$ cat config.mk
export PLATFORM = sky130hd
export DESIGN_NAME = way_array
export DESIGN_NICKNAME = d
export VERILOG_FILES = /design/src/source/way_array.sv
export SDC_FILE = /design/constraint.sdc
export NUM_CORES = 1
export LEC_CHECK = 0
export BUFFER_PORTS_ARGS = -buffer_cell sky130_fd_sc_hd__buf_2
export CORE_MARGIN = 2
export CORE_UTILIZATION = 54
export CTS_CLUSTER_SIZE = 8
export DETAILED_ROUTE_END_ITERATION = 10
export PLACE_DENSITY = 0.85
export SLEW_MARGIN = 10
export SYNTH_ARGS = -nofsm -noshare
export SYNTH_HDL_FRONTEND = slang
export SYNTH_SLANG_ARGS = --single-unit
$ cat constraint.sdc
create_clock -name clk_i -period 1.39 [get_ports clk_i]
set_input_delay 0 -clock clk_i [delete_from_list [all_inputs] [get_ports clk_i]]
set_output_delay 0 -clock clk_i [all_outputs]
set_load 0.02 [all_outputs]
$ cat src/source/way_array.sv
// ==========================================================================
// way_array
//   Single-port storage for one cache way
//   Registered read, write-first is not provided
//   Entry type is a parameter so tags and lines share this block
// ==========================================================================

`timescale 1ns/1ps

module way_array #(
  parameter type     entry_t = logic,
  parameter int      DEPTH   = 16,
  localparam int     IDX_W   = $clog2(DEPTH)
) (
  input  logic             clk_i,
  input  logic [IDX_W-1:0] idx_i,
  input  logic             we_i,
  input  entry_t           wdata_i,
  output entry_t           rdata_o
);

  // Storage, one entry per set
  entry_t mem_q [DEPTH];

  // Write and read on the same index
  // The read returns the old entry in a write cycle
  always_ff @(posedge clk_i) begin
    if (we_i) begin
      mem_q[idx_i] <= wdata_i;
    end
    rdata_o <= mem_q[idx_i];
  end

endmodule

==> results.toml <==
[floorplanning]
die_x_microns = 41.6
placementRows = 13
core-area_sq_um = 1320
io_pins = 8
start_util_pct = 57.9
dieHeight_microns = 41.6
floorplan.die_area_sq_um = 1730

[worst_setup_path]
worstSetupPathType = "reg -> reg"
crit_path_start_kind = "register"
arrival_ns = 1.38
worstRegToRegCells = 3
worstSetupEndpointType = "register"
crit_path_max_fanout = 1
critPathRequiredTime_ns = 1.56

[global_routing]
grt_overflow = 0
grt_antenna_before_repair = 0
grt_usage_pct = 15.4
grt_max_degree = 17
wire_length_of_the_first_global_routing_pass_mm = 1.92
grt_pass1_vias = 456

[min_path]
timing.hold.worst_path_depth = 1
hp-class = "in -> reg"

[sta]
clock-skew-final_ns = 0.00129
remaining_max_slew_budget_at_the_tightest_pin_pct = 84.2
total_negative_setup_slacks_ns = 0
max_slew.worst_pin.slew_ns = 0.237
layout_min_cycle_time_ns = 1.21
final_min_period_over_clock_period_pct = 87.1
fmaxAchievable_ghz = 0.826
rsz0062_at_grt = "false"
timing_hold_violations_final = 0
whs_ns = 0.0958
layout_setup_ws_ns = 0.179
finalSetupViolations = 0
final_max_slew_viol_count = 0

[clocking]
cts_made_buffers = 3
clkTransAtPathRegs_ns = 0.09
number_of_buffers_on_the_longest_clock_path = 2
worstSkewPairLatency_ns = 0.27
tritoncts = "built"
h_tree_depth_reported_by_cts = 1
cts_sinks = 17
post_cts_resize_count = 0
cts.root.buffer_cell = "sky130_fd_sc_hd__clkbuf_4"
postCtsSetupBuffers = 0

[yosys]
cell_count_after_synthesis = 49
post_synth.cell_area_avg_sq_um = 15.6
synth_area_leaders = "sky130_fd_sc_hd__edfxtp_1 63%, sky130_fd_sc_hd__mux4_1 14%, sky130_fd_sc_hd__nor2_1 5.9%"
mappedNetlistNets = 56
yosysUniqueCellTypes = 14
synth-warning-count = 0
synthDominantAreaCellType = "sky130_fd_sc_hd__edfxtp_1"
synth_area_sq_um = 763
yosys_register_bits = 17
synth_largest_type_area_fraction_pct = 63.0
seq_area_frac_synth_pct = 65.6

[layout]
layout.filler_cells = 92
layoutNonFillerInstCount = 74
most_used_cells_in_the_layout_excluding_fill_and_tap_cells = "16 x sky130_fd_sc_hd__edfxtp_1, 12 x sky130_fd_sc_hd__nor2_1, 7 x sky130_fd_sc_hd__buf_2"
layout-drive-gt1-share_pct = 18.6
nets = 67
syn2layout_area_growth_pct = 9.67
antennaDiodeCount = 0
layout_commonest_cell = "sky130_fd_sc_hd__edfxtp_1"
postLayoutCellArea_sq_um = 837
final_util_pct = 63.5

[route]
wl_cell_microns = 15.9
post-route-drc-count = 0
wirelength_mm = 1.18
drtAntennaViolNets = 0
drt_first_iter_violations = 14
post_drt_via_cell_ratio = 5.99
dr_total_vias = 443
detailed_router_iteration_count_before_antenna_repair = 4

[outcome]
result_of_the_run = "completed"

[flow_run]
max_cap_viols = 0

[power_and_ir_drop]
p_total_mw = 0.897
power_density_nw_per_um2 = 1070
cellLeakagePower_nw = 0.293
max-vdd-ir-drop_uv = 731

[placement]
io_buffers = 7
place_worst_setup_slack_ns = 0.194
finalWeightedCongestion = 0.780
placed_cells = 69
postPlaceCellArea_sq_um = 801
[per-layer routing]
metal	global-route usage [%]	part of all wire (%)	wire (microns)	vias up
met1	18.4	44	524	218
li1	-	-	-	211
met3	2.61	4.2	50	2
met4	9.68	1.0	12	0
met2	25.6	50	592	12
met5	0	0	0	-
[layout make-up]
cell class	instances	area [sq um]	area share [%]
Sequential cell	17	500	59.8
Timing Repair Buffer	8	45.0	5.38
Multi-Input combinational cell	30	246	29.4
Clock buffer	4	26.3	3.14
Tap cell	15	18.8	2.24
[cell usage after synthesis (all sizes together)]
cell type	count
buf	2
dfxtp	1
edfxtp	16
mux2i	3
mux4	4
nand2	1
nand2b	1
nand3	1
nand3b	2
nor2	12
nor3	4
or2b	1
or3b	1
[power breakdown]
group	internal, mW	switching, mW	leakage (nW)	total [mW]
sequential	0.572	0.00283	0.153	0.575
combinational	0.0334	0.0466	0.125	0.0799
clock	0.111	0.131	0.0150	0.243
[logic make-up after synthesis]
kind of cell / share of synthesized area, %
multiplexers: 17.7
buffers and inverters: 2.13
flip-flops: 65.6
AND/OR/NAND/NOR: 14.6
[registers in the layout, indices dropped and copies added (netlist names)]
signal / flops
mem_q: 16
rdata_o: 1
[worst max-delay path: stages (launching register included)]
cell                       delay, ns
sky130_fd_sc_hd__edfxtp_1       0.37
sky130_fd_sc_hd__mux4_1         0.52
sky130_fd_sc_hd__mux2i_1        0.14
sky130_fd_sc_hd__mux2i_1        0.07
[path summary, 6_finish.rpt]
check / start / endpoint / slack, ns
worst min-delay path: wdata_i / mem_q[4] / 0.1
worst max-delay path: mem_q[9] / rdata_o / 0.18
worst max register to register: mem_q[9] / rdata_o / 0.18
worst min register to register: mem_q[0] / rdata_o / 0.74
[timing repair]
| item | in CTS | in global routing |
|---|---|---|
| hold buffers | 1 | 0 |
| endpoints found under the hold margin | 1 | 0 |
| setup endpoints to repair | 0 | 0 |
No activity file was read; power rests on OpenSTA's default activity.
