<file path="config.mk">
export PLATFORM = sky130hd
export DESIGN_NAME = plru_tree
export DESIGN_NICKNAME = d
export VERILOG_FILES = /design/src/source/plru_tree.sv
export SDC_FILE = /design/constraint.sdc
export NUM_CORES = 1
export LEC_CHECK = 0
export BUFFER_PORTS_ARGS = -buffer_cell sky130_fd_sc_hd__buf_2
export CELL_PAD_IN_SITES_DETAIL_PLACEMENT = 1
export CELL_PAD_IN_SITES_GLOBAL_PLACEMENT = 2
export CORE_ASPECT_RATIO = 0.8
export CORE_UTILIZATION = 41
export CTS_CLUSTER_SIZE = 8
export DETAILED_ROUTE_END_ITERATION = 7
export PLACE_DENSITY = 0.88
export SKIP_LAST_GASP = 1
export SYNTH_ARGS = -nofsm -noshare
export SYNTH_HDL_FRONTEND = slang
export SYNTH_SLANG_ARGS = --single-unit
export TNS_END_PERCENT = 20
</file>
<file path="constraint.sdc">
create_clock -name clk_i -period 2.3 [get_ports clk_i]
set_clock_uncertainty 0.15 [all_clocks]
set_input_delay 0.23 -clock clk_i [delete_from_list [all_inputs] [get_ports clk_i]]
set_output_delay 0.23 -clock clk_i [all_outputs]
set_load 0.05 [all_outputs]
</file>
<file path="src/source/plru_tree.sv">
// ==========================================================================
// plru_tree
//   Tree pseudo-LRU state, NUM_WAY-1 node bits per set
//   Victim choice: lowest invalid way, else follow the tree
//   Update on use: path nodes point away from the used way
// ==========================================================================

`timescale 1ns/1ps

module plru_tree #(
  parameter int  NUM_WAY = 4,
  parameter int  NUM_SET = 16,
  localparam int IDX_W   = $clog2(NUM_SET),
  localparam int LVL     = $clog2(NUM_WAY)
) (
  input  logic               clk_i,
  input  logic               rst_ni,
  input  logic [IDX_W-1:0]   set_i,
  input  logic               use_i,
  input  logic [NUM_WAY-1:0] use_way_i,
  input  logic [NUM_WAY-1:0] valid_i,
  output logic [NUM_WAY-1:0] victim_o
);

  // Heap order: node n has children 2n+1 (left) and 2n+2 (right)
  // A set bit sends the victim search to the right
  logic [NUM_WAY-2:0] tree_q [NUM_SET];
  logic [NUM_WAY-2:0] node_bits;
  logic [NUM_WAY-2:0] next_bits;
  logic [LVL-1:0]     use_idx;
  logic [LVL-1:0]     tree_way;

  assign node_bits = tree_q[set_i];

  // Used way as an index
  always_comb begin
    use_idx = '0;
    for (int w = 0; w < NUM_WAY; w++) begin
      if (use_way_i[w]) begin
        use_idx = LVL'(w);
      end
    end
  end

  // Walk from the root down to a leaf
  always_comb begin
    int node;
    node = 0;
    for (int l = 0; l < LVL; l++) begin
      node = 2 * node + 1 + int'(node_bits[node]);
    end
    tree_way = LVL'(node - (NUM_WAY - 1));
  end

  // Invalid ways win, the lowest one last
  always_comb begin
    victim_o           = '0;
    victim_o[tree_way] = 1'b1;
    for (int w = NUM_WAY - 1; w >= 0; w--) begin
      if (!valid_i[w]) begin
        victim_o    = '0;
        victim_o[w] = 1'b1;
      end
    end
  end

  // MSB of the way index picks the branch at the root
  always_comb begin
    int node;
    next_bits = node_bits;
    node      = 0;
    for (int l = 0; l < LVL; l++) begin
      next_bits[node] = ~use_idx[LVL-1-l];
      node            = 2 * node + 1 + int'(use_idx[LVL-1-l]);
    end
  end

  always_ff @(posedge clk_i) begin
    if (!rst_ni) begin
      for (int s = 0; s < NUM_SET; s++) begin
        tree_q[s] <= '0;
      end
    end else if (use_i) begin
      tree_q[set_i] <= next_bits;
    end
  end

endmodule

</file>
==> results of run 1 <==
[cell type report]
class / instances / area [sq um] / area share, %
Tap cell: 78 / 97.59 / 3.585
Clock buffer: 5 / 68.82 / 2.528
Timing Repair Buffer: 32 / 252.7 / 9.283
Multi-Input combinational cell: 126 / 858.3 / 31.53
Sequential cell: 48 / 1441 / 52.94
Inverter: 1 / 3.754 / 0.1379
[worst paths after layout]
| check | end | startpoint | slack (ns) | cells past startpoint |
|---|---|---|---|---|
| hold reg to reg | tree_q[12][2]$_SDFFCE_PN0P_ | tree_q[14][2]$_SDFFCE_PN0P_ | 1.00 | 6 |
| setup / recovery | victim_o[1] | tree_q[4][1]$_SDFFCE_PN0P_ | 0.01 | 6 |
| setup reg to reg | tree_q[13][1]$_SDFFCE_PN0P_ | tree_q[4][1]$_SDFFCE_PN0P_ | 0.23 | 6 |
| hold / removal | tree_q[12][2]$_SDFFCE_PN0P_ | use_way_i[2] | 0.31 | 4 |
[placed cells by master, fill, tap and decap left out, types with 2 or more instances in the layout]
master and n:
nor2_2 10, nor2b_1 2, clkbuf_8 5, edfxtp_1 48, buf_12 3, nor2_1 40
buf_2 13, nor3b_1 2, nand2_1 38, mux4_2 11, buf_6 2, nand3_1 4
buf_4 14, a22oi_2 6
[worst max-delay path, delay by kind of cell (launching register included)]
family | cells | cell delay (ns)
flip-flops | 1 | 0.39
AND/OR/NAND/NOR | 2 | 0.26
buffers and inverters | 1 | 0.16
multiplexers | 1 | 0.50
AO/OA/AOI/OAI | 2 | 0.31
[layer usage]
layer | GRT usage [%] | wire [um] | vias to the layer above
li1 | - | - | 720
met1 | 25.62 | 2261 | 747
met3 | 3.664 | 270 | 4
met4 | 6.193 | 48 | 0
met5 | 0 | 0 | -
met2 | 33.85 | 2819 | 36
[power groups by stage]
stage / clock, mW / combinational (mW) / sequential, mW
final: 0.437 / 0.240 / 1.01
after global routing: 0.480 / 0.260 / 1.02
after CTS: 0.453 / 0.243 / 1.01
after detailed placement: 0 / 0.229 / 1.03
after global placement: 0 / 0.219 / 1.03
after floorplan: 0 / 0.156 / 1.02
[timing repair]
| action | CTS | global route |
|---|---|---|
| gates resized for setup | 18 | 0 |
| setup endpoints to repair | 4 | 4 |
| pin swaps | 4 | 0 |
[stage by stage]
| stage | setup WS, ns | hold slack (ns) | instances |
|---|---|---|---|
| after floorplan | -0.1956 | 0.3570 | 187 |
| after global routing | -0.08743 | 0.3163 | 290 |
| after CTS | -0.004816 | 0.2999 | 290 |
| after detailed placement | -0.1594 | 0.6148 | 285 |
| after global placement | -0.1003 | 0.6032 | 285 |
| final | 0.01189 | 0.3114 | 290 |
[cell families after synthesis]
family / share of synthesized area, %
flip-flops: 60.35
AND/OR/NAND/NOR: 18.49
buffers and inverters: 3.876
AO/OA/AOI/OAI: 4.714
multiplexers: 12.57
==> flow_metrics.env, run 1 <==
export IMPL_top_regs="tree_q x48"
export IMPL_rows=24
export IMPL_cts_setup_buffers=0
export IMPL_nets=229
export IMPL_synth_edff_count=48
export IMPL_p_clk_share_pct=25.8
export IMPL_cpPeakStageDelay_ns=0.50
export IMPL_grt_pass1_vias=1649
export IMPL_worstPathRequired_ns=1.92
export IMPL_core_area_sq_um=5525
export IMPL_die_x_um=87.34
export IMPL_die_area_sq_um=6137
export IMPL_clkTransAtPathRegs_ns=0.08
export IMPL_finalCriticalPeriod_ns=2.288
export IMPL_path_class="register to primary output"
export IMPL_synth_top_cell_area_share_pct=60.35
export IMPL_place_gp_congestion=0.7616
export IMPL_relSlewSlack_pct=61.38
export IMPL_synthesis_area_sq_um=2389
export IMPL_max_freq_mhz=437.0
export IMPL_placed_area_sq_um=2639
export IMPL_avgViaCountPerCell=5.197
export IMPL_cp_slowest_cell="mux4_2"
export IMPL_yosys_top_cells_count="edfxtp_1 (48), nor2_1 (40), nand2_1 (38)"
export IMPL_path_cells="mux4_2 -> a22oi_2 -> nand2_1 -> nand2_1 -> o22ai_2 -> buf_6"
export IMPL_ys_top_cells_by_area="edfxtp_1 (60%), mux4_1 (8.8%), nor2_1 (6.3%)"
export IMPL_ctsHoldBuffers=0
export IMPL_cp_end_kind="primary output"
export IMPL_swShare_pct=23.49
export IMPL_routed_wl_um=5400
export IMPL_syn_nets=202
export IMPL_drive_gt1_share_pct=33.02
export IMPL_min_path_type="input port to register"
export IMPL_grtUsageTotal_pct=19.85
export IMPL_gr_total_overflow=0
export IMPL_cts_tree="done"
export IMPL_synth_warnings=0
export IMPL_htreeDepth=2
export IMPL_cts_sinks=48
export IMPL_grt_pass1_wl_um=8631
export IMPL_startpoint_type="register"
export IMPL_initial_utilization_pct=43.23
export IMPL_largest_reg_flops=48
export IMPL_async_flop_share_pct=0
export IMPL_cap_violations=0
export IMPL_fillers=608
export IMPL_ys_flop_type="edfxtp_1"
export IMPL_ys_seq_elements=48
export IMPL_vias=1507
export IMPL_wl_per_cell_um=18.62
export IMPL_antenna_left=0
export IMPL_crit_arrival_ns=1.91
export IMPL_boundaryPins=19
export IMPL_hold_viol_final=0
export IMPL_total_power_mw=1.690
export IMPL_tns_ns=0
export IMPL_rsz0062_at_grt="yes"
export IMPL_synth_cell_type_count=29
export IMPL_intPower_mw=1.293
export IMPL_die_y_um=70.27
export IMPL_seqPwrFrac_pct=59.9
export IMPL_antenna_found_initial=0
export IMPL_numCtsBuffers=5
export IMPL_ir_worst_vdd_uv=246.7
export IMPL_clk_path_buf_depth=2
export IMPL_setup_viol=0
export IMPL_powerDensity_nw_per_um2=620.6
export IMPL_drt_pass1_iterations=4
export IMPL_ys_seq_area_share_pct=60.35
export IMPL_switching_power_mw=0.3969
export IMPL_port_buffers=17
export IMPL_grt_max_degree=19
export IMPL_clk_latency_ns=0.29
export IMPL_worst_pin_slew_ns=0.5771
export IMPL_syn2layout_area_growth_pct=13.99
export IMPL_path_max_fanout=2
export IMPL_synth_most_common_cell="edfxtp_1"
export IMPL_p_comb_share_pct=14.2
export IMPL_synth_area_per_cell_sq_um=12.77
export IMPL_clockRootBuffer="clkbuf_8"
export IMPL_post_synth_top_area_cell="edfxtp_1"
export IMPL_synth_cells=187
export IMPL_fin_area_sq_um=2723
export IMPL_initialDrtViolationCount=118
export IMPL_dp_hpwl_um=4044
export IMPL_p_leak_nw=0.9669
export IMPL_num_antenna_cells=0
export IMPL_finalMaxSlewViolations=0
export IMPL_drcViolationCount=0
export IMPL_period_share_pct=99.48
export IMPL_final_util_pct=49.28
export IMPL_regMostFlops="tree_q"
export IMPL_status="complete, no violations"
export IMPL_crit_top_cell="nand2_1"
No activity file was read; power rests on OpenSTA's default activity.
==> inputs of run 2 (changes only) <==
--- a/config.mk
+++ b/config.mk
@@ -12,7 +12,8 @@
 export CORE_UTILIZATION = 41
 export CTS_CLUSTER_SIZE = 8
 export DETAILED_ROUTE_END_ITERATION = 7
-export PLACE_DENSITY = 0.88
+export HOLD_SLACK_MARGIN = 0.08
+export PLACE_DENSITY = 0.86
 export SKIP_LAST_GASP = 1
 export SYNTH_ARGS = -nofsm -noshare
 export SYNTH_HDL_FRONTEND = slang
==> run 2 against run 1 <==
Net effect: clock power grew 7.6%; non-clock buffer count down 1; die area unchanged; highest routed layer unchanged; maximum frequency decreased by 2.8%; cell count is 0.69% higher; global-route usage rose by 0.33 points; worst hold slack better by 0.011 ns; critical path depth shrank 1; power grew 1.9%; register-to-register slack about the same; the flow now finishes with violations (setup timing); first-iteration DRC count grew 1.7%; sequential cell count is the same.
==> flow_metrics.env, run 2 (synthesis gave the netlist of run 1 again) <==
export IMPL_grt_pass1_wl_um=8901
export IMPL_die_x_um=87.34
export IMPL_p_leak_nw=0.9838
export IMPL_startpoint_type="register"
export IMPL_clockRootBuffer="clkbuf_8"
export IMPL_antenna_found_initial=0
export IMPL_drt_pass1_iterations=4
export IMPL_place_gp_congestion=0.7583
export IMPL_max_freq_mhz=425.0
export IMPL_relSlewSlack_pct=59.28
export IMPL_regMostFlops="tree_q"
export IMPL_syn2layout_area_growth_pct=14.46
export IMPL_rsz0062_at_grt="yes"
export IMPL_clk_path_buf_depth=2
export IMPL_initialDrtViolationCount=120
export IMPL_die_area_sq_um=6137
export IMPL_multi_input_area_sq_um=868.3
export IMPL_boundaryPins=19
export IMPL_num_antenna_cells=0
export IMPL_hold_viol_final=0
export IMPL_htreeDepth=2
export IMPL_path_class="register to primary output"
export IMPL_nets=228
export IMPL_drive_gt1_share_pct=29.91
export IMPL_status="complete, but fails checks"
export IMPL_pre_cts_slack_ns=-0.1982
export IMPL_wl_per_cell_um=18.77
export IMPL_drcViolationCount=0
export IMPL_routed_wl_um=5481
export IMPL_worst_pin_slew_ns=0.6061
export IMPL_clk_latency_ns=0.29
export IMPL_ff2ff_path_depth=6
export IMPL_fillers=615
export IMPL_avgViaCountPerCell=5.356
export IMPL_finalMaxSlewViolations=0
export IMPL_path_max_fanout=2
export IMPL_dp_hpwl_um=3981
export IMPL_grt_pass1_vias=1682
export IMPL_grtUsageTotal_pct=20.17
export IMPL_regArea_sq_um=1441
export IMPL_violations="setup timing"
export IMPL_path_cells="mux4_2 -> a22oi_2 -> nand4_1 -> o21ai_2 -> buf_6"
export IMPL_cp_end_kind="primary output"
export IMPL_final_util_pct=49.48
export IMPL_layout_commonest_cell="edfxtp_1"
export IMPL_die_y_um=70.27
export IMPL_gr_total_overflow=0
export IMPL_cts_sinks=48
export IMPL_core_area_sq_um=5525
export IMPL_rows=24
export IMPL_ir_worst_vdd_uv=260.5
export IMPL_powerDensity_nw_per_um2=630.0
export IMPL_period_share_pct=102.3
export IMPL_largest_reg_flops=48
export IMPL_final_cell_mix="edfxtp_1 (48), nor2_1 (40), nand2_1 (38)"
export IMPL_initial_utilization_pct=43.23
export IMPL_setup_viol=4
export IMPL_grt_max_degree=19
export IMPL_clkTransAtPathRegs_ns=0.08
export IMPL_port_buffers=17
export IMPL_numCtsBuffers=5
export IMPL_worstPathRequired_ns=1.92
export IMPL_cp_slowest_cell="mux4_2"
export IMPL_cpPeakStageDelay_ns=0.50
export IMPL_cts_tree="done"
export IMPL_min_path_cells=4
export IMPL_vias=1564
export IMPL_top_regs="tree_q x48"
export IMPL_crit_arrival_ns=1.97
export IMPL_setup_ws_ns=-0.05287
export IMPL_cap_violations=0
export IMPL_finalCriticalPeriod_ns=2.353
export IMPL_min_path_type="input port to register"
export IMPL_antenna_left=0
## run 2: changes by cell type in the layout (fill, tap and decap cells not counted), moves of 2 or more
| cell | previous run | this run |
|---|---|---|
| buf_4 | 14 | 12 |
| mux4_2 | 11 | 7 |
| mux4_1 | 1 | 5 |
| clkbuf_1 | 0 | 2 |
## run 2: cell type report
| type | count | share of cell area, % |
|---|---|---|
| inverter | 1 | 0.1373 |
| tap | 78 | 3.570 |
| sequential | 48 | 52.72 |
| timing repair buffer | 31 | 8.879 |
| clock inverter | 1 | 0.1373 |
| clock buffer | 7 | 2.792 |
| multi-input combinational | 126 | 31.76 |
## run 2: what timing repair did
action | CTS | global route
buffers inserted | 0 | 0
endpoints found under the setup margin | 4 | 4
gates resized for setup | 12 | 0
pin swaps | 4 | 0
endpoints found under the hold margin | 0 | 0
hold buffers | 0 | 0
gates cloned | 0 | 0
## run 2: worst paths after layout
check	startpoint	to	slack, ns
hold reg to reg	tree_q[13][2]$_SDFFCE_PN0P_	tree_q[11][2]$_SDFFCE_PN0P_	1.00
hold / removal	use_way_i[2]	tree_q[11][2]$_SDFFCE_PN0P_	0.32
setup / recovery	tree_q[5][0]$_SDFFCE_PN0P_	victim_o[0]	-0.05
setup reg to reg	tree_q[5][2]$_SDFFCE_PN0P_	tree_q[5][2]$_SDFFCE_PN0P_	0.22
## run 2: per-stage QoR
stage / hold slack, ns / std cells / area (sq um) / setup TNS (ns) / total power [mW]
2_1_floorplan: 0.3570 / 187 / 2395 / -0.3218 / 1.178
3_3_place_gp: 0.6038 / 284 / 2631 / -1.835 / 1.249
3_5_place_dp: 0.6196 / 284 / 2631 / -3.026 / 1.261
4_1_cts: 0.3129 / 292 / 2734 / -0.1736 / 1.732
5_1_grt: 0.3325 / 292 / 2734 / -0.5478 / 1.790
6_report: 0.3219 / 292 / 2734 / -0.1592 / 1.722
## run 2: power by group
| group | internal (mW) | switching (mW) | total, mW |
|---|---|---|---|
| sequential | 0.998 | 0.0130 | 1.01 |
| clock | 0.212 | 0.258 | 0.470 |
| combinational | 0.0962 | 0.145 | 0.242 |
| total | 1.31 | 0.416 | 1.72 |
## run 2: metal layers
| layer | wire, um | track usage [%] | share of wire (%) |
|---|---|---|---|
| met5 | 0 | 0 | 0 |
| met4 | 58 | 5.282 | 1.1 |
| met3 | 306 | 4.255 | 5.6 |
| met2 | 2730 | 33.07 | 50 |
| met1 | 2385 | 27.35 | 44 |
## run 2: worst max-delay path, delay by kind of cell (launching register included)
kind,cells,cell delay [ns]
buffers and inverters,1,0.18
AO/OA/AOI/OAI,2,0.41
multiplexers,1,0.50
flip-flops,1,0.41
AND/OR/NAND/NOR,1,0.19
==> inputs of run 3 (changes only) <==
--- a/config.mk
+++ b/config.mk
@@ -5,15 +5,16 @@
 export SDC_FILE = /design/constraint.sdc
 export NUM_CORES = 1
 export LEC_CHECK = 0
-export BUFFER_PORTS_ARGS = -buffer_cell sky130_fd_sc_hd__buf_2
 export CELL_PAD_IN_SITES_DETAIL_PLACEMENT = 1
 export CELL_PAD_IN_SITES_GLOBAL_PLACEMENT = 2
 export CORE_ASPECT_RATIO = 0.8
-export CORE_UTILIZATION = 41
+export CORE_UTILIZATION = 43
 export CTS_CLUSTER_SIZE = 8
 export DETAILED_ROUTE_END_ITERATION = 7
+export DONT_BUFFER_PORTS = 1
+export GPL_ROUTABILITY_DRIVEN = 1
 export HOLD_SLACK_MARGIN = 0.08
-export PLACE_DENSITY = 0.86
+export PLACE_DENSITY = 0.85
 export SKIP_LAST_GASP = 1
 export SYNTH_ARGS = -nofsm -noshare
 export SYNTH_HDL_FRONTEND = slang
==> run 3 against run 2 <==
Net effect: the flow still finishes with violations (setup timing); first-iteration DRC count shrank 25%; critical path depth unchanged; maximum frequency grew 1.9%; sequential share of layout area is 3.7 points higher; clock power fell by 6.2%; power decreased by 4.1%; sequential power hardly changed; cell count down 14%; routed wire length down 5.9%; count of clock-buffer cells in the layout decreased by 2; via count is 7.5% lower; critical path type unchanged; largest power group unchanged.
==> flow_metrics.env, run 3 (synthesis gave the netlist of run 1 again) <==
export IMPL_routed_wl_um=5159
export IMPL_nets=205
export IMPL_clkTransAtPathRegs_ns=0.08
export IMPL_layout_commonest_cell="edfxtp_1"
export IMPL_p_clk_share_pct=26.7
export IMPL_boundaryPins=19
export IMPL_die_y_um=68.66
export IMPL_dp_cells=244
export IMPL_period_share_pct=100.4
export IMPL_gr_total_overflow=0
export IMPL_drcViolationCount=0
export IMPL_grtUsageTotal_pct=19.59
export IMPL_rows=23
export IMPL_tns_ns=-0.009350
export IMPL_ir_worst_vdd_uv=265.2
export IMPL_drive_gt1_share_pct=21.81
export IMPL_startpoint_type="register"
export IMPL_avgViaCountPerCell=5.788
export IMPL_die_area_sq_um=5858
export IMPL_multi_input_area_sq_um=865.8
export IMPL_intPower_mw=1.276
export IMPL_initial_utilization_pct=46.11
export IMPL_cts_tree="done"
export IMPL_seqPwrFrac_pct=61.2
export IMPL_swShare_pct=22.79
export IMPL_gr_usage_met2_pct=32.86
export IMPL_num_antenna_cells=0
export IMPL_cp_end_kind="primary output"
export IMPL_cp_slowest_cell="mux4_2"
export IMPL_crit_arrival_ns=1.93
export IMPL_powerDensity_nw_per_um2=647.3
export IMPL_clockRootBuffer="clkbuf_8"
export IMPL_min_path_type="input port to register"
export IMPL_cts_setup_buffers=0
export IMPL_dp_hpwl_um=3691
export IMPL_hold_viol_final=0
export IMPL_setup_viol=1
export IMPL_grt_pass1_wl_um=8128
export IMPL_status="complete, but fails checks"
export IMPL_worstPathRequired_ns=1.92
export IMPL_max_freq_mhz=433.0
export IMPL_p_comb_share_pct=12.0
export IMPL_die_x_um=85.33
export IMPL_instances_no_fill=250
export IMPL_p_leak_nw=0.8691
export IMPL_relSlewSlack_pct=43.49
export IMPL_path_max_fanout=2
export IMPL_drt_pass1_iterations=4
export IMPL_clk_latency_ns=0.29
export IMPL_grt_busiest_layer="met2"
export IMPL_cap_violations=0
export IMPL_initialDrtViolationCount=90
export IMPL_finalMaxSlewViolations=0
export IMPL_place_gp_congestion=0.7799
export IMPL_core_area_sq_um=5180
export IMPL_numCtsBuffers=5
export IMPL_switching_power_mw=0.3766
export IMPL_regArea_sq_um=1441
export IMPL_antenna_left=0
export IMPL_violations="setup timing"
export IMPL_regMostFlops="tree_q"
export IMPL_grt_pass1_vias=1571
export IMPL_rsz0062_at_grt="yes"
export IMPL_worst_pin_slew_ns=0.8458
export IMPL_htreeDepth=2
export IMPL_path_cells="mux4_2 -> a22oi_2 -> nand4_1 -> o21ai_1 -> buf_6"
export IMPL_finalCriticalPeriod_ns=2.309
export IMPL_largest_reg_flops=48
export IMPL_top_regs="tree_q x48"
export IMPL_antenna_found_initial=0
export IMPL_syn2layout_area_growth_pct=6.862
export IMPL_cpPeakStageDelay_ns=0.48
export IMPL_pre_cts_slack_ns=0.1820
export IMPL_clk_path_buf_depth=2
export IMPL_port_buffers=0
export IMPL_wl_per_cell_um=20.64
export IMPL_setup_ws_ns=-0.009350
export IMPL_vias=1447
export IMPL_met1_usage_pct=25.57
export IMPL_cts_sinks=48
export IMPL_path_class="register to primary output"
export IMPL_fillers=531
export IMPL_grt_max_degree=19
export IMPL_final_cell_mix="edfxtp_1 (48), nor2_1 (40), nand2_1 (38)"
export IMPL_grt_use_met3_pct=5.476
run 3: cell types whose count changed in the layout (fill, tap and decap cells not counted), sizes merged:
cell	change
buf	-24
dlygate4sd3	+1
clkinv	-1
clkbuf	-2
run 3: routing by layer:
layer | up-vias | part of all wire [%]
li1 | 671 | -
met4 | 0 | 0.76
met3 | 4 | 6.1
met1 | 732 | 47
met5 | - | 0
met2 | 40 | 46
run 3: power by group through the flow:
stage               Clock [mW]  Combinational [mW]  Sequential, mW
floorplan                    0               0.156            1.02
global placement             0               0.180            1.03
detailed placement           0               0.186            1.03
CTS                      0.454               0.201            1.01
global route             0.484               0.211            1.02
finish                   0.441               0.199            1.01
run 3: critical path, delay by kind of cell, from the launching register on:
family                 cells  cell delay, ns
flip-flops                 1            0.40
multiplexers               1            0.48
AND/OR/NAND/NOR            1            0.18
AO/OA/AOI/OAI              2            0.40
buffers and inverters      1            0.18
run 3: final timing paths:
path                                     from                          to  slack (ns)  cells past startpoint
setup / recovery   tree_q[6][0]$_SDFFCE_PN0P_                 victim_o[0]      -0.009                      5
hold / removal                   use_way_i[2]  tree_q[7][2]$_SDFFCE_PN0P_        0.19                      3
setup reg to reg   tree_q[6][2]$_SDFFCE_PN0P_  tree_q[4][2]$_SDFFCE_PN0P_        0.25                      6
hold reg to reg   tree_q[10][2]$_SDFFCE_PN0P_  tree_q[7][2]$_SDFFCE_PN0P_        1.00                      6
run 3: area by class of cell:
class	count	share of cell area (%)
clock buffer	5	2.696
multi-input combinational	126	33.92
sequential	48	56.47
tap	62	3.039
inverter	1	0.1471
timing repair buffer	8	3.725
run 3: per-stage QoR:
step                      utilization (%)  hold slack [ns]  power [mW]  area, sq um
after floorplan                         -           0.3570       1.178         2395
after global placement              47.51           0.3098       1.208         2461
after detailed placement            47.51           0.3264       1.217         2461
after CTS                           49.28           0.1865       1.667         2552
after global routing                49.28           0.1864       1.711         2552
final                               49.28           0.1884       1.652         2552
run 3: what timing repair did:
action / in CTS / in global routing
gates resized for setup: 10 / 0
hold buffers: 1 / 0
endpoints found under the setup margin: 3 / 4
pin swaps: 4 / 3
endpoints found under the hold margin: 48 / 0
