`src/source/cache_geom_pkg.sv`:
```
// ==========================================================================
// Cache geometry package
//   ADDR_W        byte address width
//   DEF_NUM_WAY   default associativity
//   DEF_NUM_SET   default number of sets
//   DEF_BLK_BITS  default line width in bits
// ==========================================================================

package cache_geom_pkg;

  // Byte address seen by the load/store unit and the memory
  localparam int ADDR_W = 32;

  // Default associativity, must be a power of two
  localparam int DEF_NUM_WAY = 4;

  // Default set count
  localparam int DEF_NUM_SET = 16;

  // Default line width, one memory transfer per line
  localparam int DEF_BLK_BITS = 128;

endpackage

```
`src/source/access_pkg.sv`:
```
// ==========================================================================
// CPU access package
//   size_e   load/store width encoding
//   word_t   CPU data word
// ==========================================================================

package access_pkg;

  // Access width as sent with each request
  typedef enum logic [1:0] {
    SIZE_BYTE = 2'd0,
    SIZE_HALF = 2'd1,
    SIZE_WORD = 2'd2
  } size_e;

  // One CPU word
  typedef logic [31:0] word_t;

endpackage

```
`src/source/dcache_ctrl.sv`:
```
// ==========================================================================
// dcache_ctrl
//   Access FSM: IDLE, LOOKUP, WRITEBACK, FILL, RESPOND
//   Per-set valid and dirty registers
//   Tag compare, array write enables and memory requests
// ==========================================================================

`timescale 1ns/1ps

module dcache_ctrl #(
  parameter int  NUM_WAY  = cache_geom_pkg::DEF_NUM_WAY,
  parameter int  NUM_SET  = cache_geom_pkg::DEF_NUM_SET,
  parameter int  BLK_BITS = cache_geom_pkg::DEF_BLK_BITS,
  localparam int OFF_W    = $clog2(BLK_BITS / 8),
  localparam int IDX_W    = $clog2(NUM_SET),
  localparam int TAG_W    = cache_geom_pkg::ADDR_W - IDX_W - OFF_W
) (
  input  logic                              clk_i,
  input  logic                              rst_ni,
  // CPU side
  input  logic                              req_valid_i,
  input  logic                              req_we_i,
  input  access_pkg::size_e                 req_size_i,
  input  logic [cache_geom_pkg::ADDR_W-1:0] req_addr_i,
  input  access_pkg::word_t                 req_wdata_i,
  output logic                              req_ready_o,
  output logic                              rsp_valid_o,
  output access_pkg::word_t                 rsp_rdata_o,
  // Memory side
  output logic                              mem_req_o,
  output logic                              mem_we_o,
  output logic [cache_geom_pkg::ADDR_W-1:0] mem_addr_o,
  output logic [BLK_BITS-1:0]               mem_wdata_o,
  input  logic                              mem_ack_i,
  input  logic [BLK_BITS-1:0]               mem_rdata_i,
  // Tag and data arrays
  output logic [IDX_W-1:0]                  arr_idx_o,
  output logic [NUM_WAY-1:0]                tag_we_o,
  output logic [TAG_W-1:0]                  tag_wdata_o,
  output logic [NUM_WAY-1:0]                data_we_o,
  output logic [BLK_BITS-1:0]               data_wdata_o,
  input  logic [NUM_WAY-1:0][TAG_W-1:0]     tags_i,
  input  logic [NUM_WAY-1:0][BLK_BITS-1:0]  lines_i,
  // Replacement
  output logic                              plru_use_o,
  output logic [NUM_WAY-1:0]                plru_way_o,
  output logic [NUM_WAY-1:0]                valid_o,
  input  logic [NUM_WAY-1:0]                victim_i,
  // Store merge
  output logic [OFF_W-1:0]                  merge_offset_o,
  output access_pkg::size_e                 merge_size_o,
  output logic                              merge_we_o,
  output access_pkg::word_t                 merge_wdata_o,
  output logic [BLK_BITS-1:0]               merge_line_o,
  input  logic [BLK_BITS-1:0]               merge_line_i,
  input  access_pkg::word_t                 merge_word_i
);

  import cache_geom_pkg::*;
  import access_pkg::*;

  typedef enum logic [2:0] {IDLE, LOOKUP, WRITEBACK, FILL, RESPOND} state_e;

  state_e              state_q;
  logic                mem_req_q;
  // Accepted request
  logic                req_we_q;
  size_e               req_size_q;
  logic [ADDR_W-1:0]   req_addr_q;
  word_t               req_wdata_q;
  logic [IDX_W-1:0]    idx_q;
  logic [TAG_W-1:0]    tag_q;
  // Hit way, or the victim on a miss
  logic [NUM_WAY-1:0]  way_q;
  word_t               rdata_q;
  logic [NUM_WAY-1:0]  valid_q [NUM_SET];
  logic [NUM_WAY-1:0]  dirty_q [NUM_SET];
  logic [NUM_WAY-1:0]  set_valid;
  logic [NUM_WAY-1:0]  set_dirty;
  logic [NUM_WAY-1:0]  hit_vec;
  logic [BLK_BITS-1:0] hit_line;
  logic [BLK_BITS-1:0] way_line;
  logic [TAG_W-1:0]    way_tag;
  logic                accept;
  logic                hit;
  logic                hit_store;
  logic                fill_done;

  assign idx_q     = req_addr_q[OFF_W +: IDX_W];
  assign tag_q     = req_addr_q[ADDR_W-1 -: TAG_W];
  assign set_valid = valid_q[idx_q];
  assign set_dirty = dirty_q[idx_q];
  assign accept    = req_valid_i && req_ready_o;

  // Tag compare and way muxes
  always_comb begin
    hit_line = '0;
    way_line = '0;
    way_tag  = '0;
    for (int w = 0; w < NUM_WAY; w++) begin
      hit_vec[w] = set_valid[w] && (tags_i[w] == tag_q);
      if (hit_vec[w]) begin
        hit_line = lines_i[w];
      end
      if (way_q[w]) begin
        way_line = lines_i[w];
        way_tag  = tags_i[w];
      end
    end
  end

  assign hit       = |hit_vec;
  assign hit_store = (state_q == LOOKUP) && hit && req_we_q;
  // Fill data arrives with the ack, the line is written in that cycle
  assign fill_done = (state_q == FILL) && mem_req_q && mem_ack_i;

  // ========================================================================
  // Request and response registers
  // ========================================================================
  always_ff @(posedge clk_i) begin
    if (accept) begin
      req_we_q    <= req_we_i;
      req_size_q  <= req_size_i;
      req_addr_q  <= req_addr_i;
      req_wdata_q <= req_wdata_i;
    end
    if (state_q == LOOKUP) begin
      way_q   <= hit ? hit_vec : victim_i;
      rdata_q <= merge_word_i;
    end else if (fill_done) begin
      rdata_q <= merge_word_i;
    end
  end

  // ========================================================================
  // FSM
  // ========================================================================
  always_ff @(posedge clk_i) begin
    if (!rst_ni) begin
      state_q   <= IDLE;
      mem_req_q <= 1'b0;
    end else begin
      case (state_q)
        IDLE: begin
          if (accept) begin
            state_q <= LOOKUP;
          end
        end
        LOOKUP: begin
          if (hit) begin
            state_q <= RESPOND;
          end else begin
            mem_req_q <= 1'b1;
            // Dirty valid victim goes out before the fill
            if (|(victim_i & set_valid & set_dirty)) begin
              state_q <= WRITEBACK;
            end else begin
              state_q <= FILL;
            end
          end
        end
        WRITEBACK: begin
          if (mem_ack_i) begin
            mem_req_q <= 1'b0;
            state_q   <= FILL;
          end
        end
        FILL: begin
          // One idle cycle after a write-back ack
          if (!mem_req_q) begin
            mem_req_q <= 1'b1;
          end else if (mem_ack_i) begin
            mem_req_q <= 1'b0;
            state_q   <= RESPOND;
          end
        end
        RESPOND: state_q <= IDLE;
        default: state_q <= IDLE;
      endcase
    end
  end

  // Valid and dirty bits
  always_ff @(posedge clk_i) begin
    if (!rst_ni) begin
      for (int s = 0; s < NUM_SET; s++) begin
        valid_q[s] <= '0;
        dirty_q[s] <= '0;
      end
    end else if (fill_done) begin
      valid_q[idx_q] <= set_valid | way_q;
      dirty_q[idx_q] <= req_we_q ? (set_dirty | way_q) : (set_dirty & ~way_q);
    end else if (hit_store) begin
      dirty_q[idx_q] <= set_dirty | hit_vec;
    end
  end

  // Arrays read the incoming index while idle
  assign arr_idx_o    = (state_q == IDLE) ? req_addr_i[OFF_W +: IDX_W] : idx_q;
  assign tag_we_o     = fill_done ? way_q : '0;
  assign tag_wdata_o  = tag_q;
  assign data_we_o    = fill_done ? way_q : (hit_store ? hit_vec : '0);
  assign data_wdata_o = merge_line_i;

  // Merge source is the hit line or the fill data
  assign merge_line_o   = (state_q == FILL) ? mem_rdata_i : hit_line;
  assign merge_offset_o = req_addr_q[OFF_W-1:0];
  assign merge_size_o   = req_size_q;
  assign merge_we_o     = req_we_q;
  assign merge_wdata_o  = req_wdata_q;

  // Write-back address rebuilt from the victim tag
  assign mem_req_o   = mem_req_q;
  assign mem_we_o    = (state_q == WRITEBACK);
  assign mem_addr_o  = (state_q == WRITEBACK) ? {way_tag, idx_q, {OFF_W{1'b0}}}
                                              : {tag_q, idx_q, {OFF_W{1'b0}}};
  assign mem_wdata_o = way_line;

  assign plru_use_o = (state_q == RESPOND);
  assign plru_way_o = way_q;
  assign valid_o    = set_valid;

  assign req_ready_o = (state_q == IDLE);
  assign rsp_valid_o = (state_q == RESPOND);
  assign rsp_rdata_o = rdata_q;

endmodule

```
`config.mk`:
```
export PLATFORM = sky130hd
export DESIGN_NAME = dcache_ctrl
export DESIGN_NICKNAME = d
export VERILOG_FILES = /design/src/source/cache_geom_pkg.sv /design/src/source/access_pkg.sv /design/src/source/dcache_ctrl.sv
export SDC_FILE = /design/constraint.sdc
export NUM_CORES = 1
export LEC_CHECK = 0
export ABC_AREA = 1
export BUFFER_PORTS_ARGS = -buffer_cell sky130_fd_sc_hd__buf_2
export CAP_MARGIN = 20
export CELL_PAD_IN_SITES_DETAIL_PLACEMENT = 0
export CELL_PAD_IN_SITES_GLOBAL_PLACEMENT = 1
export CORE_AREA = 5 5 583 585
export DETAILED_ROUTE_END_ITERATION = 8
export DIE_AREA = 0 0 588 590
export PLACE_DENSITY_LB_ADDON = 0.05
export SLEW_MARGIN = 20
export SYNTH_ARGS = -nofsm -noshare
export SYNTH_HDL_FRONTEND = slang
export SYNTH_SLANG_ARGS = --single-unit
```
`constraint.sdc`:
```
create_clock -name clk_i -period 14.95 [get_ports clk_i]
set_clock_uncertainty 0.2 [all_clocks]
set_input_delay 0.7475 -clock clk_i [delete_from_list [all_inputs] [get_ports clk_i]]
set_output_delay 0.7475 -clock clk_i [all_outputs]
set_load 0.01 [all_outputs]
```
==> results of run 1 <==
-- what timing repair did --
action / CTS / global route
hold buffers: 65 / 0
endpoints found under the hold margin: 65 / 0
endpoints found under the setup margin: 0 / 0
buffers inserted: 0 / 0
-- routing by layer --
layer | share of wire, % | vias up | routed length, um | global-route usage (%)
li1 | - | 14110 | - | -
met4 | 2.6 | 174 | 7504 | 3.794
met3 | 8.1 | 571 | 23360 | 5.615
met2 | 52 | 1579 | 149000 | 29.37
met1 | 37 | 14804 | 106900 | 16.89
met5 | 0.40 | - | 1146 | 0
-- final cells by class --
cell class,count,area [um2],area share [%]
inverter,558,2135,5.983
antenna,104,260.3,0.7294
timing repair buffer,1379,7460,20.91
clock buffer,35,790.8,2.216
sequential,239,7098,19.89
multi-input combinational,2464,12130,34.00
clock inverter,22,290.3,0.8136
tap,4407,5514,15.45
-- registers in the layout (all words and copies together) (netlist names), named ones only --
name / cells
merge_wdata_o: 32
rsp_rdata_o: 32
req_addr_q: 32
state_q: 3
merge_we_o: 1
plru_way_o: 4
mem_req_o: 1
dirty_q: 64
merge_size_o: 2
valid_q: 64
-- power by group through the flow --
stage	Sequential (W)	Clock [W]	Combinational (W)
after floorplan	0.000950	0	0.00107
after global routing	0.000963	0.000917	0.00267
after global placement	0.000967	0	0.00260
after CTS	0.000956	0.000904	0.00259
final	0.000946	0.000853	0.00243
after detailed placement	0.000967	0	0.00257
-- cell usage in the layout, fill, tap and decap left out, types with 7 or more instances in the layout --
master / Yosys / final
dfxtp_1: 8 / 7
buf_4: 149 / 63
nor2_1: 172 / 169
o21ai_0: 558 / 552
clkbuf_16: 0 / 31
a221oi_1: 25 / 25
buf_2: 42 / 1246
nand3_1: 231 / 230
o22ai_1: 7 / 7
diode_2: 0 / 104
nand2_4: 11 / 11
nand2_1: 801 / 801
dlygate4sd3_1: 0 / 65
inv_1: 551 / 549
edfxtp_1: 231 / 231
nand4_1: 9 / 9
o211ai_1: 153 / 153
xnor2_1: 73 / 73
o21ai_1: 129 / 135
a21oi_1: 258 / 258
-- metrics by stage --
stage                     setup slack [ns]  std cells  power [W]
after detailed placement             7.912       8982   0.003532
after CTS                            7.137       9104   0.004446
after global placement               7.911       8982   0.003572
after global routing                 7.153       9160   0.004545
final                                7.681       9208   0.004234
after floorplan                      6.511       3683   0.002020
-- cell families (layout without fill, tap and decap cells) --
family	Yosys count	after routing	synth area share [%]
flops	239	239	30.18
compound gates	1134	1134	26.25
xor+xnor	79	79	2.942
buf+inv	980	1994	18.51
simple gates	1247	1247	22.10
other cells	1	108	0.01595
-- worst min-delay path by stage --
stage                      endpoint  slack (ns)  depth (start not counted)             start
finish              rsp_rdata_o[13]        0.08                          1  merge_word_i[13]
detailed placement        mem_req_o        0.33                          2         mem_req_o
global route         req_addr_q[12]        0.04                          1    req_addr_i[12]
floorplan                 mem_req_o        0.33                          2         mem_req_o
CTS                 rsp_rdata_o[13]      0.0002                          1  merge_word_i[13]
global placement          mem_req_o        0.33                          2         mem_req_o
-- worst reg2reg max path: cells and delay by family, from the launching register on --
| family | cells | cell delay, ns |
|---|---|---|
| buffers and inverters | 3 | 1.27 |
| flip-flops | 1 | 0.49 |
| AND/OR/NAND/NOR | 12 | 2.92 |
==> flow_summary_export.csv, run 1 <==
group,metric,value,unit
outcome,run_status,"completed",
setup_path,path_common_cell,"nand2_1",
yosys,synth-seq-cells,239,
setup_path,criticalPathCategory,"reg2out",
setup_path,crit_buf_inv,6,
clocking,worstSkewPairLatency,0.68,ns
power,peakVddDrop,0.09487,mV
sta,fin_setup_tns,0,ns
sta,fmax,0.1376,GHz
setup_path,crit_path_end,"merge_line_o[73]",
global_route,grt_usage,15.77,%
clocking,cts_root_buf,"clkbuf_16",
die,die-height,590,um
die,row_count,213,
yosys,synth_ff_type,"edfxtp_1",
global_route,grt_pass1_wl,362.5,mm
die,initial_core_util,7.025,%
place,placed_area,33690,um2
global_route,grt_overflow,0,
setup_path,reg2reg_to,"dirty_q[5][0]",
yosys,synth_top_area_cell,"edfxtp_1",
setup_path,required,14.00,ns
power,p_leak,15.92,nW
yosys,synth-edff-count,231,
yosys,syn_inst,3680,
setup_path,worstPathCellList,"inv_2, buf_4, nand2_1, nand2_1, nand2_1, nand3_1, nand3_1, nand2_1, nand3_4, inv_6, buf_4, buf_4, a21oi_1, o21ai_1, nand3_1, nand2_1, buf_2",
route,wl_per_cell,31.27,um
power,sw_frac_of_total,53.68,%
global_route,first_global_vias,31514,
power,combPwrFrac,57.5,%
sta,finalMaxSlewViolations,0,
route,drc,0,
place,hpwl,238.7,mm
route,ant_nets,0,
yosys,avgSynthCellArea,6.390,um2
power,power_density,118.7,nW/um2
setup_path,worstSetupStartpointType,"register",
clocking,clkSinkCount,239,
power,p_sw,0.002273,W
cells_and_area,fin_util,10.66,%
die,die_w,588,um
yosys,synth.cell_area,23520,um2
yosys,yosysUniqueCellTypes,39,
yosys,synthTopCellsByArea,"edfxtp_1 (29%), nand2_1 (13%), o21ai_0 (12%), inv_1 (8.8%), a21oi_1 (5.5%)",
route,vias,31238,
yosys,synthArstFlopShare,0,%
sta,finalCriticalPeriod,7.269,ns
cells_and_area,postLayoutCellArea,35680,um2
setup_path,r2r_slack,9.75,ns
power,power_frac_seq,22.4,%
power,p_int,0.001961,W
yosys,synth_top_area_share,29.50,%
yosys,synth_common_cells,"nand2_1 (801), o21ai_0 (558), inv_1 (551)",
route,drt_pass1_iterations,5,
global_route,antenna_found_initial,316,
sta,tightestPinTransition,1.072,ns
clocking,post_cts_resized,0,
die,pin_count,1507,
clocking,cts_buffers,31,
cells_and_area,nFillCells,39589,
clocking,clockBufferDepth,3,
clocking,cts_tree,"done",
cells_and_area,fin_nets,5644,
setup_path,slowest_stage,"buf_4",
sta,hold_viol_final,0,
route,drtIter0Drc,1682,
route,vias_per_cell,3.392,
sta,setup-violations-final,0,
route,drt_wl_total,287.9,mm
sta,rsz0062_at_grt,"no",
place,place_congestion,0.9313,
hold_path,hold_path.class,"in2reg",
place,portBuffers,1246,
setup_path,arrival,6.32,ns
setup_path,cpPeakStageDelay,0.65,ns
yosys,synth_most_common_cell,"nand2_1",
global_route,grt_max_degree,98,
die,dieArea,346900,um2
setup_path,path_depth,17,
setup_path,rr_worst_depth,15,
clocking,h-tree-depth,1,
setup_path,cp-end-kind,"output pin",
sta,period_share,48.62,%
flow_run,max_cap_viol_count,0,
yosys,ys_seq_area_share,30.18,%
sta,whs,0.07711,ns
cells_and_area,area_growth,51.73,%
setup_path,critPathTopFamily,"buffers and inverters",
clocking,clk_pin_slew,0.06,ns
power,clock_power_share,20.2,%
sta,max_slew_margin,27.81,%
cells_and_area,final_layout_size_suffix_gt1_share,30.00,%
die,fp.coreArea,334700,um2
yosys,ys_warn_count,0,
setup_path,path_max_fanout,58,
Power figures use the tool's default switching activity.
==> run 2: changes to the inputs <==
--- a/config.mk
+++ b/config.mk
@@ -10,9 +10,9 @@
 export CAP_MARGIN = 20
 export CELL_PAD_IN_SITES_DETAIL_PLACEMENT = 0
 export CELL_PAD_IN_SITES_GLOBAL_PLACEMENT = 1
-export CORE_AREA = 5 5 583 585
+export CORE_AREA = 5 5 578 580
 export DETAILED_ROUTE_END_ITERATION = 8
-export DIE_AREA = 0 0 588 590
+export DIE_AREA = 0 0 583 585
 export PLACE_DENSITY_LB_ADDON = 0.05
 export SLEW_MARGIN = 20
 export SYNTH_ARGS = -nofsm -noshare
==> constraint.sdc (replaced) <==
create_clock -name clk_i -period 7.4 [get_ports clk_i]
set_clock_uncertainty 0.2 [all_clocks]
set_input_delay 0.37 -clock clk_i [delete_from_list [all_inputs] [get_ports clk_i]]
set_output_delay 0.37 -clock clk_i [all_outputs]
set_load 0.01 [all_outputs]
==> flow_summary_export.csv, run 2 (synthesized netlist as in run 1, its figures left out) <==
group,metric,value,unit
outcome,run_status,"completed",
place,portBuffers,1246,
cells_and_area,area_growth,52.96,%
global_route,grt_use_met1,17.44,%
flow_run,max_cap_viol_count,0,
global_route,grtUsageMet2,30.19,%
cells_and_area,nFillCells,38819,
route,drt_wl_total,292.1,mm
sta,fmax,0.1637,GHz
die,die-height,585,um
die,row_count,211,
power,power_density,237.0,nW/um2
cells_and_area,final_layout_size_suffix_gt1_share,29.74,%
clocking,cts_buffers,31,
die,pin_count,1507,
sta,period_share,82.54,%
global_route,grt-busiest-layer,"met2",
clocking,cts_root_buf,"clkbuf_16",
sta,hold_viol_final,0,
sta,fin_setup_tns,0,ns
setup_path,arrival,5.54,ns
global_route,first_global_vias,32134,
hold_path,hold_path.class,"in2reg",
setup_path,path_max_fanout,58,
sta,finalMaxSlewViolations,0,
global_route,globalRouteMet3Util,5.883,%
place,place_congestion,0.9533,
sta,setup_slack,1.292,ns
route,vias,31209,
global_route,grt_pass1_wl,365.3,mm
sta,setup-violations-final,0,
clocking,clockBufferDepth,3,
global_route,grt_max_degree,83,
setup_path,criticalPathCategory,"reg2out",
clocking,clkSinkCount,239,
route,drt_pass1_iterations,5,
sta,max_slew_margin,10.89,%
sta,rsz0062_at_grt,"no",
global_route,antenna_found_initial,298,
sta,tightestPinTransition,1.323,ns
die,dieArea,341100,um2
cells_and_area,fin_nets,5688,
sta,finalCriticalPeriod,6.108,ns
cells_and_area,mostFrequentLayoutCells,"buf_2 (1246), nand2_1 (801), o21ai_0 (550), inv_1 (549), a21oi_1 (258)",
setup_path,required,6.83,ns
die,die_w,583,um
die,initial_core_util,7.154,%
setup_path,worstSetupStartpointType,"register",
hold_path,holdCritStartpoint,"req_valid_i",
cells_and_area,multi_input_comb_area,12140,um2
setup_path,cp-end-kind,"output pin",
place,dp_slack,1.803,ns
setup_path,r2r_slack,2.28,ns
route,wl_per_cell,31.80,um
cells_and_area,top_regs,"dirty_q (64), valid_q (64)",
global_route,grt_overflow,0,
power,p_leak,16.10,nW
route,drc,0,
clocking,clk_pin_slew,0.06,ns
clocking,post_cts_resized,0,
power,peakVddDrop,0.1964,mV
place,hpwl,241.8,mm
cells_and_area,regArea,7098,um2
route,ant_nets,0,
global_route,grt_usage,16.23,%
cells_and_area,final_common_cell,"buf_2",
die,fp.coreArea,328700,um2
route,vias_per_cell,3.397,
clocking,h-tree-depth,1,
clocking,worstSkewPairLatency,0.67,ns
clocking,cts_tree,"done",
route,drtIter0Drc,1781,
[run 2: final timing paths]
check                      to  cells after the start
min reg2reg         mem_req_o                      2
max          merge_line_o[83]                     15
min                state_q[2]                      6
max reg2reg    dirty_q[15][2]                     15
[run 2: per-layer routing]
metal	vias up	routed length, um
li1	14157	-
met4	190	7842
met5	-	1242
met3	573	25360
met1	14718	107800
met2	1571	149900
[run 2: stage by stage]
| stage | power, W | instance area (um2) | instances | hold slack [ns] | utilization, % |
|---|---|---|---|---|---|
| after global placement | 0.007223 | 33670 | 8944 | 0.3375 | 10.24 |
| final | 0.008523 | 35970 | 9186 | 0.2047 | 10.94 |
| after global routing | 0.009183 | 35850 | 9140 | 0.1745 | 10.91 |
| after detailed placement | 0.007158 | 33680 | 8944 | 0.3305 | 10.25 |
| after CTS | 0.008990 | 35770 | 9107 | 0.1175 | 10.88 |
| after floorplan | 0.004068 | 23530 | 3683 | 0.2689 | - |
[run 2: what timing repair did]
| action | in CTS | in global routing |
|---|---|---|
| setup buffers | 0 | 0 |
| setup endpoints to repair | 0 | 0 |
| endpoints found under the hold margin | 110 | 0 |
| hold buffers | 106 | 0 |
[run 2: cell type report]
class,instances,area share (%)
antenna,79,0.5496
timing repair buffer,1423,21.98
inverter,558,5.935
tap,4366,15.19
sequential,239,19.73
clock inverter,23,0.6783
multi-input combinational,2464,33.75
clock buffer,34,2.188
[run 2: power by group]
part	internal, W	total [W]	switching [W]
Clock	0.000910	0.00166	0.000749
Sequential	0.00173	0.00190	0.000169
Combinational	0.00126	0.00497	0.00371
Total	0.00390	0.00852	0.00463
[run 2: critical path: stages, from the launching register on]
cell     delay (ns)
dfxtp_1        0.29
buf_4          0.25
inv_2          0.53
buf_4          0.30
nand3_1        0.10
nand3_1        0.09
nand3_1        0.13
nand2_1        0.52
nand3_4        0.27
inv_6          0.63
buf_4          0.43
a21oi_1        0.11
o21ai_1        0.09
nand3_1        0.16
nand2_1        0.52
buf_2          0.25
==> run 3: changes to the inputs <==
==> constraint.sdc (replaced) <==
create_clock -name clk_i -period 6.2 [get_ports clk_i]
set_clock_uncertainty 0.2 [all_clocks]
set_input_delay 0.31 -clock clk_i [delete_from_list [all_inputs] [get_ports clk_i]]
set_output_delay 0.31 -clock clk_i [all_outputs]
set_load 0.01 [all_outputs]
==> flow_summary_export.csv, run 3 (synthesized netlist as in run 1, its figures left out) <==
group,metric,value,unit
outcome,run_status,"completed",
clocking,clockBufferDepth,3,
sta,fin_setup_tns,0,ns
setup_path,crit_path_end,"merge_line_o[78]",
clocking,clkSinkCount,239,
route,vias,31180,
global_route,grt_max_degree,114,
power,p_leak,16.29,nW
cells_and_area,mostFrequentLayoutCells,"buf_2 (1246), nand2_1 (801), o21ai_0 (554), inv_1 (549), a21oi_1 (258)",
power,p_total,0.01043,W
route,drtIter0Drc,2059,
route,wl_per_cell,31.12,um
setup_path,rr_worst_depth,14,
clocking,cts_tree,"done",
cells_and_area,multi_input_comb_area,12130,um2
cells_and_area,final_layout_size_suffix_gt1_share,30.01,%
global_route,grt_usage,15.95,%
die,dieArea,341100,um2
clocking,cts_root_buf,"clkbuf_16",
global_route,grt_pass1_wl,359.1,mm
global_route,antenna_found_initial,308,
sta,period_share,87.99,%
setup_path,cp-end-kind,"output pin",
power,power_density,286.4,nW/um2
cells_and_area,postLayoutCellArea,36410,um2
sta,rsz0062_at_grt,"no",
sta,finalCriticalPeriod,5.455,ns
setup_path,worstSetupStartpointType,"register",
sta,fmax,0.1833,GHz
route,drt_wl_total,286.9,mm
route,vias_per_cell,3.382,
setup_path,arrival,4.95,ns
sta,tightestPinTransition,1.099,ns
cells_and_area,fin_nets,5705,
clocking,cts_buffers,35,
cells_and_area,final_common_cell,"buf_2",
place,portBuffers,1246,
sta,finalMaxSlewViolations,0,
global_route,first_global_vias,31604,
setup_path,reg2reg_to,"dirty_q[13][2]",
cells_and_area,regArea,7098,um2
route,drc,0,
setup_path,cpPeakStageDelay,0.63,ns
sta,max_slew_margin,25.95,%
cells_and_area,nFillCells,38921,
die,initial_core_util,7.154,%
route,drt_pass1_iterations,5,
route,ant_nets,0,
setup_path,worstPathCellList,"buf_4, nand2_1, nand3_1, nand3_1, nand3_1, nand2_1, nand3_4, buf_12, buf_4, o21ai_0, o21ai_1, nand3_1, nand2_1, buf_2",
die,pin_count,1507,
setup_path,criticalPathCategory,"reg2out",
clocking,cts_setup_buffers,0,
flow_run,max_cap_viol_count,0,
setup_path,path_max_fanout,69,
cells_and_area,top_regs,"dirty_q (64), valid_q (64)",
setup_path,r2r_slack,1.86,ns
die,row_count,211,
setup_path,required,5.69,ns
place,placed_area,33930,um2
power,peakVddDrop,0.1909,mV
sta,setup-violations-final,0,
die,fp.coreArea,328700,um2
die,die-height,585,um
clocking,post_cts_resized,0,
clocking,clk_pin_slew,0.06,ns
sta,hold_viol_final,0,
cells_and_area,area_growth,54.83,%
clocking,worstSkewPairLatency,0.59,ns
place,place_congestion,0.9629,
place,hpwl,237.9,mm
setup_path,slowest_stage,"buf_4",
die,die_w,583,um
setup_path,path_common_cell,"nand3_1",
global_route,grt_overflow,0,
clocking,h-tree-depth,2,
clocking,hold_buffers,105,
hold_path,hold_path.class,"in2reg",
run 3: cell count changes in the layout (fill, tap and decap cells not counted), moves of 2 or more:
cell,previous run,this run
buf_12,6,18
o21ai_0,550,554
bufinv_16,4,6
o21ai_1,137,133
inv_6,2,5
clkbuf_16,31,35
buf_4,65,67
diode_2,79,95
clkinv_2,8,3
run 3: power breakdown:
group | switching (W) | internal, W | total (W)
clock network | 0.000933 | 0.00130 | 0.00223
registers | 0.000198 | 0.00206 | 0.00226
logic | 0.00439 | 0.00155 | 0.00594
total | 0.00552 | 0.00491 | 0.0104
run 3: worst min path at each step:
stage / start / end / slack [ns] / cells past startpoint
finish: req_valid_i / state_q[1] / 0.13 / 6
global route: req_valid_i / state_q[2] / 0.16 / 6
CTS: req_valid_i / state_q[1] / 0.08 / 6
detailed placement: req_wdata_i[5] / merge_wdata_o[5] / 0.29 / 1
global placement: req_wdata_i[15] / merge_wdata_o[15] / 0.29 / 1
floorplan: req_size_i[0] / merge_size_o[0] / 0.21 / 0
run 3: through the flow:
step	instances	setup slack (ns)	hold slack [ns]	util, %
floorplan	3683	1.011	0.2089	-
global placement	8958	1.093	0.2871	10.32
detailed placement	8958	1.073	0.2881	10.32
CTS	9125	0.3975	0.07669	11.00
global route	9174	0.3662	0.1621	11.04
finish	9220	0.7449	0.1272	11.08
run 3: worst max-delay path, delay by kind of cell, from the launching register on:
kind,cells,cell delay (ns)
DFF,1,0.33
AOI/OAI and AO/OA,2,0.37
buffers and inverters,4,1.67
and+or+nand+nor,8,1.80
run 3: cell type report:
cell class,count,area share (%)
Antenna cell,95,0.6529
Clock buffer,38,2.437
Clock inverter,24,0.8385
Inverter,558,5.863
Multi-Input combinational cell,2464,33.32
Sequential cell,239,19.50
Tap cell,4366,15.00
Timing Repair Buffer,1436,22.39
run 3: per-layer routing:
| layer | routed length (um) | vias up | GRT usage [%] |
|---|---|---|---|
| met5 | 1191 | - | 0 |
| met4 | 6975 | 178 | 4.020 |
| li1 | - | 14224 | - |
| met2 | 147300 | 1540 | 29.31 |
| met1 | 106100 | 14693 | 17.11 |
| met3 | 25400 | 545 | 6.038 |
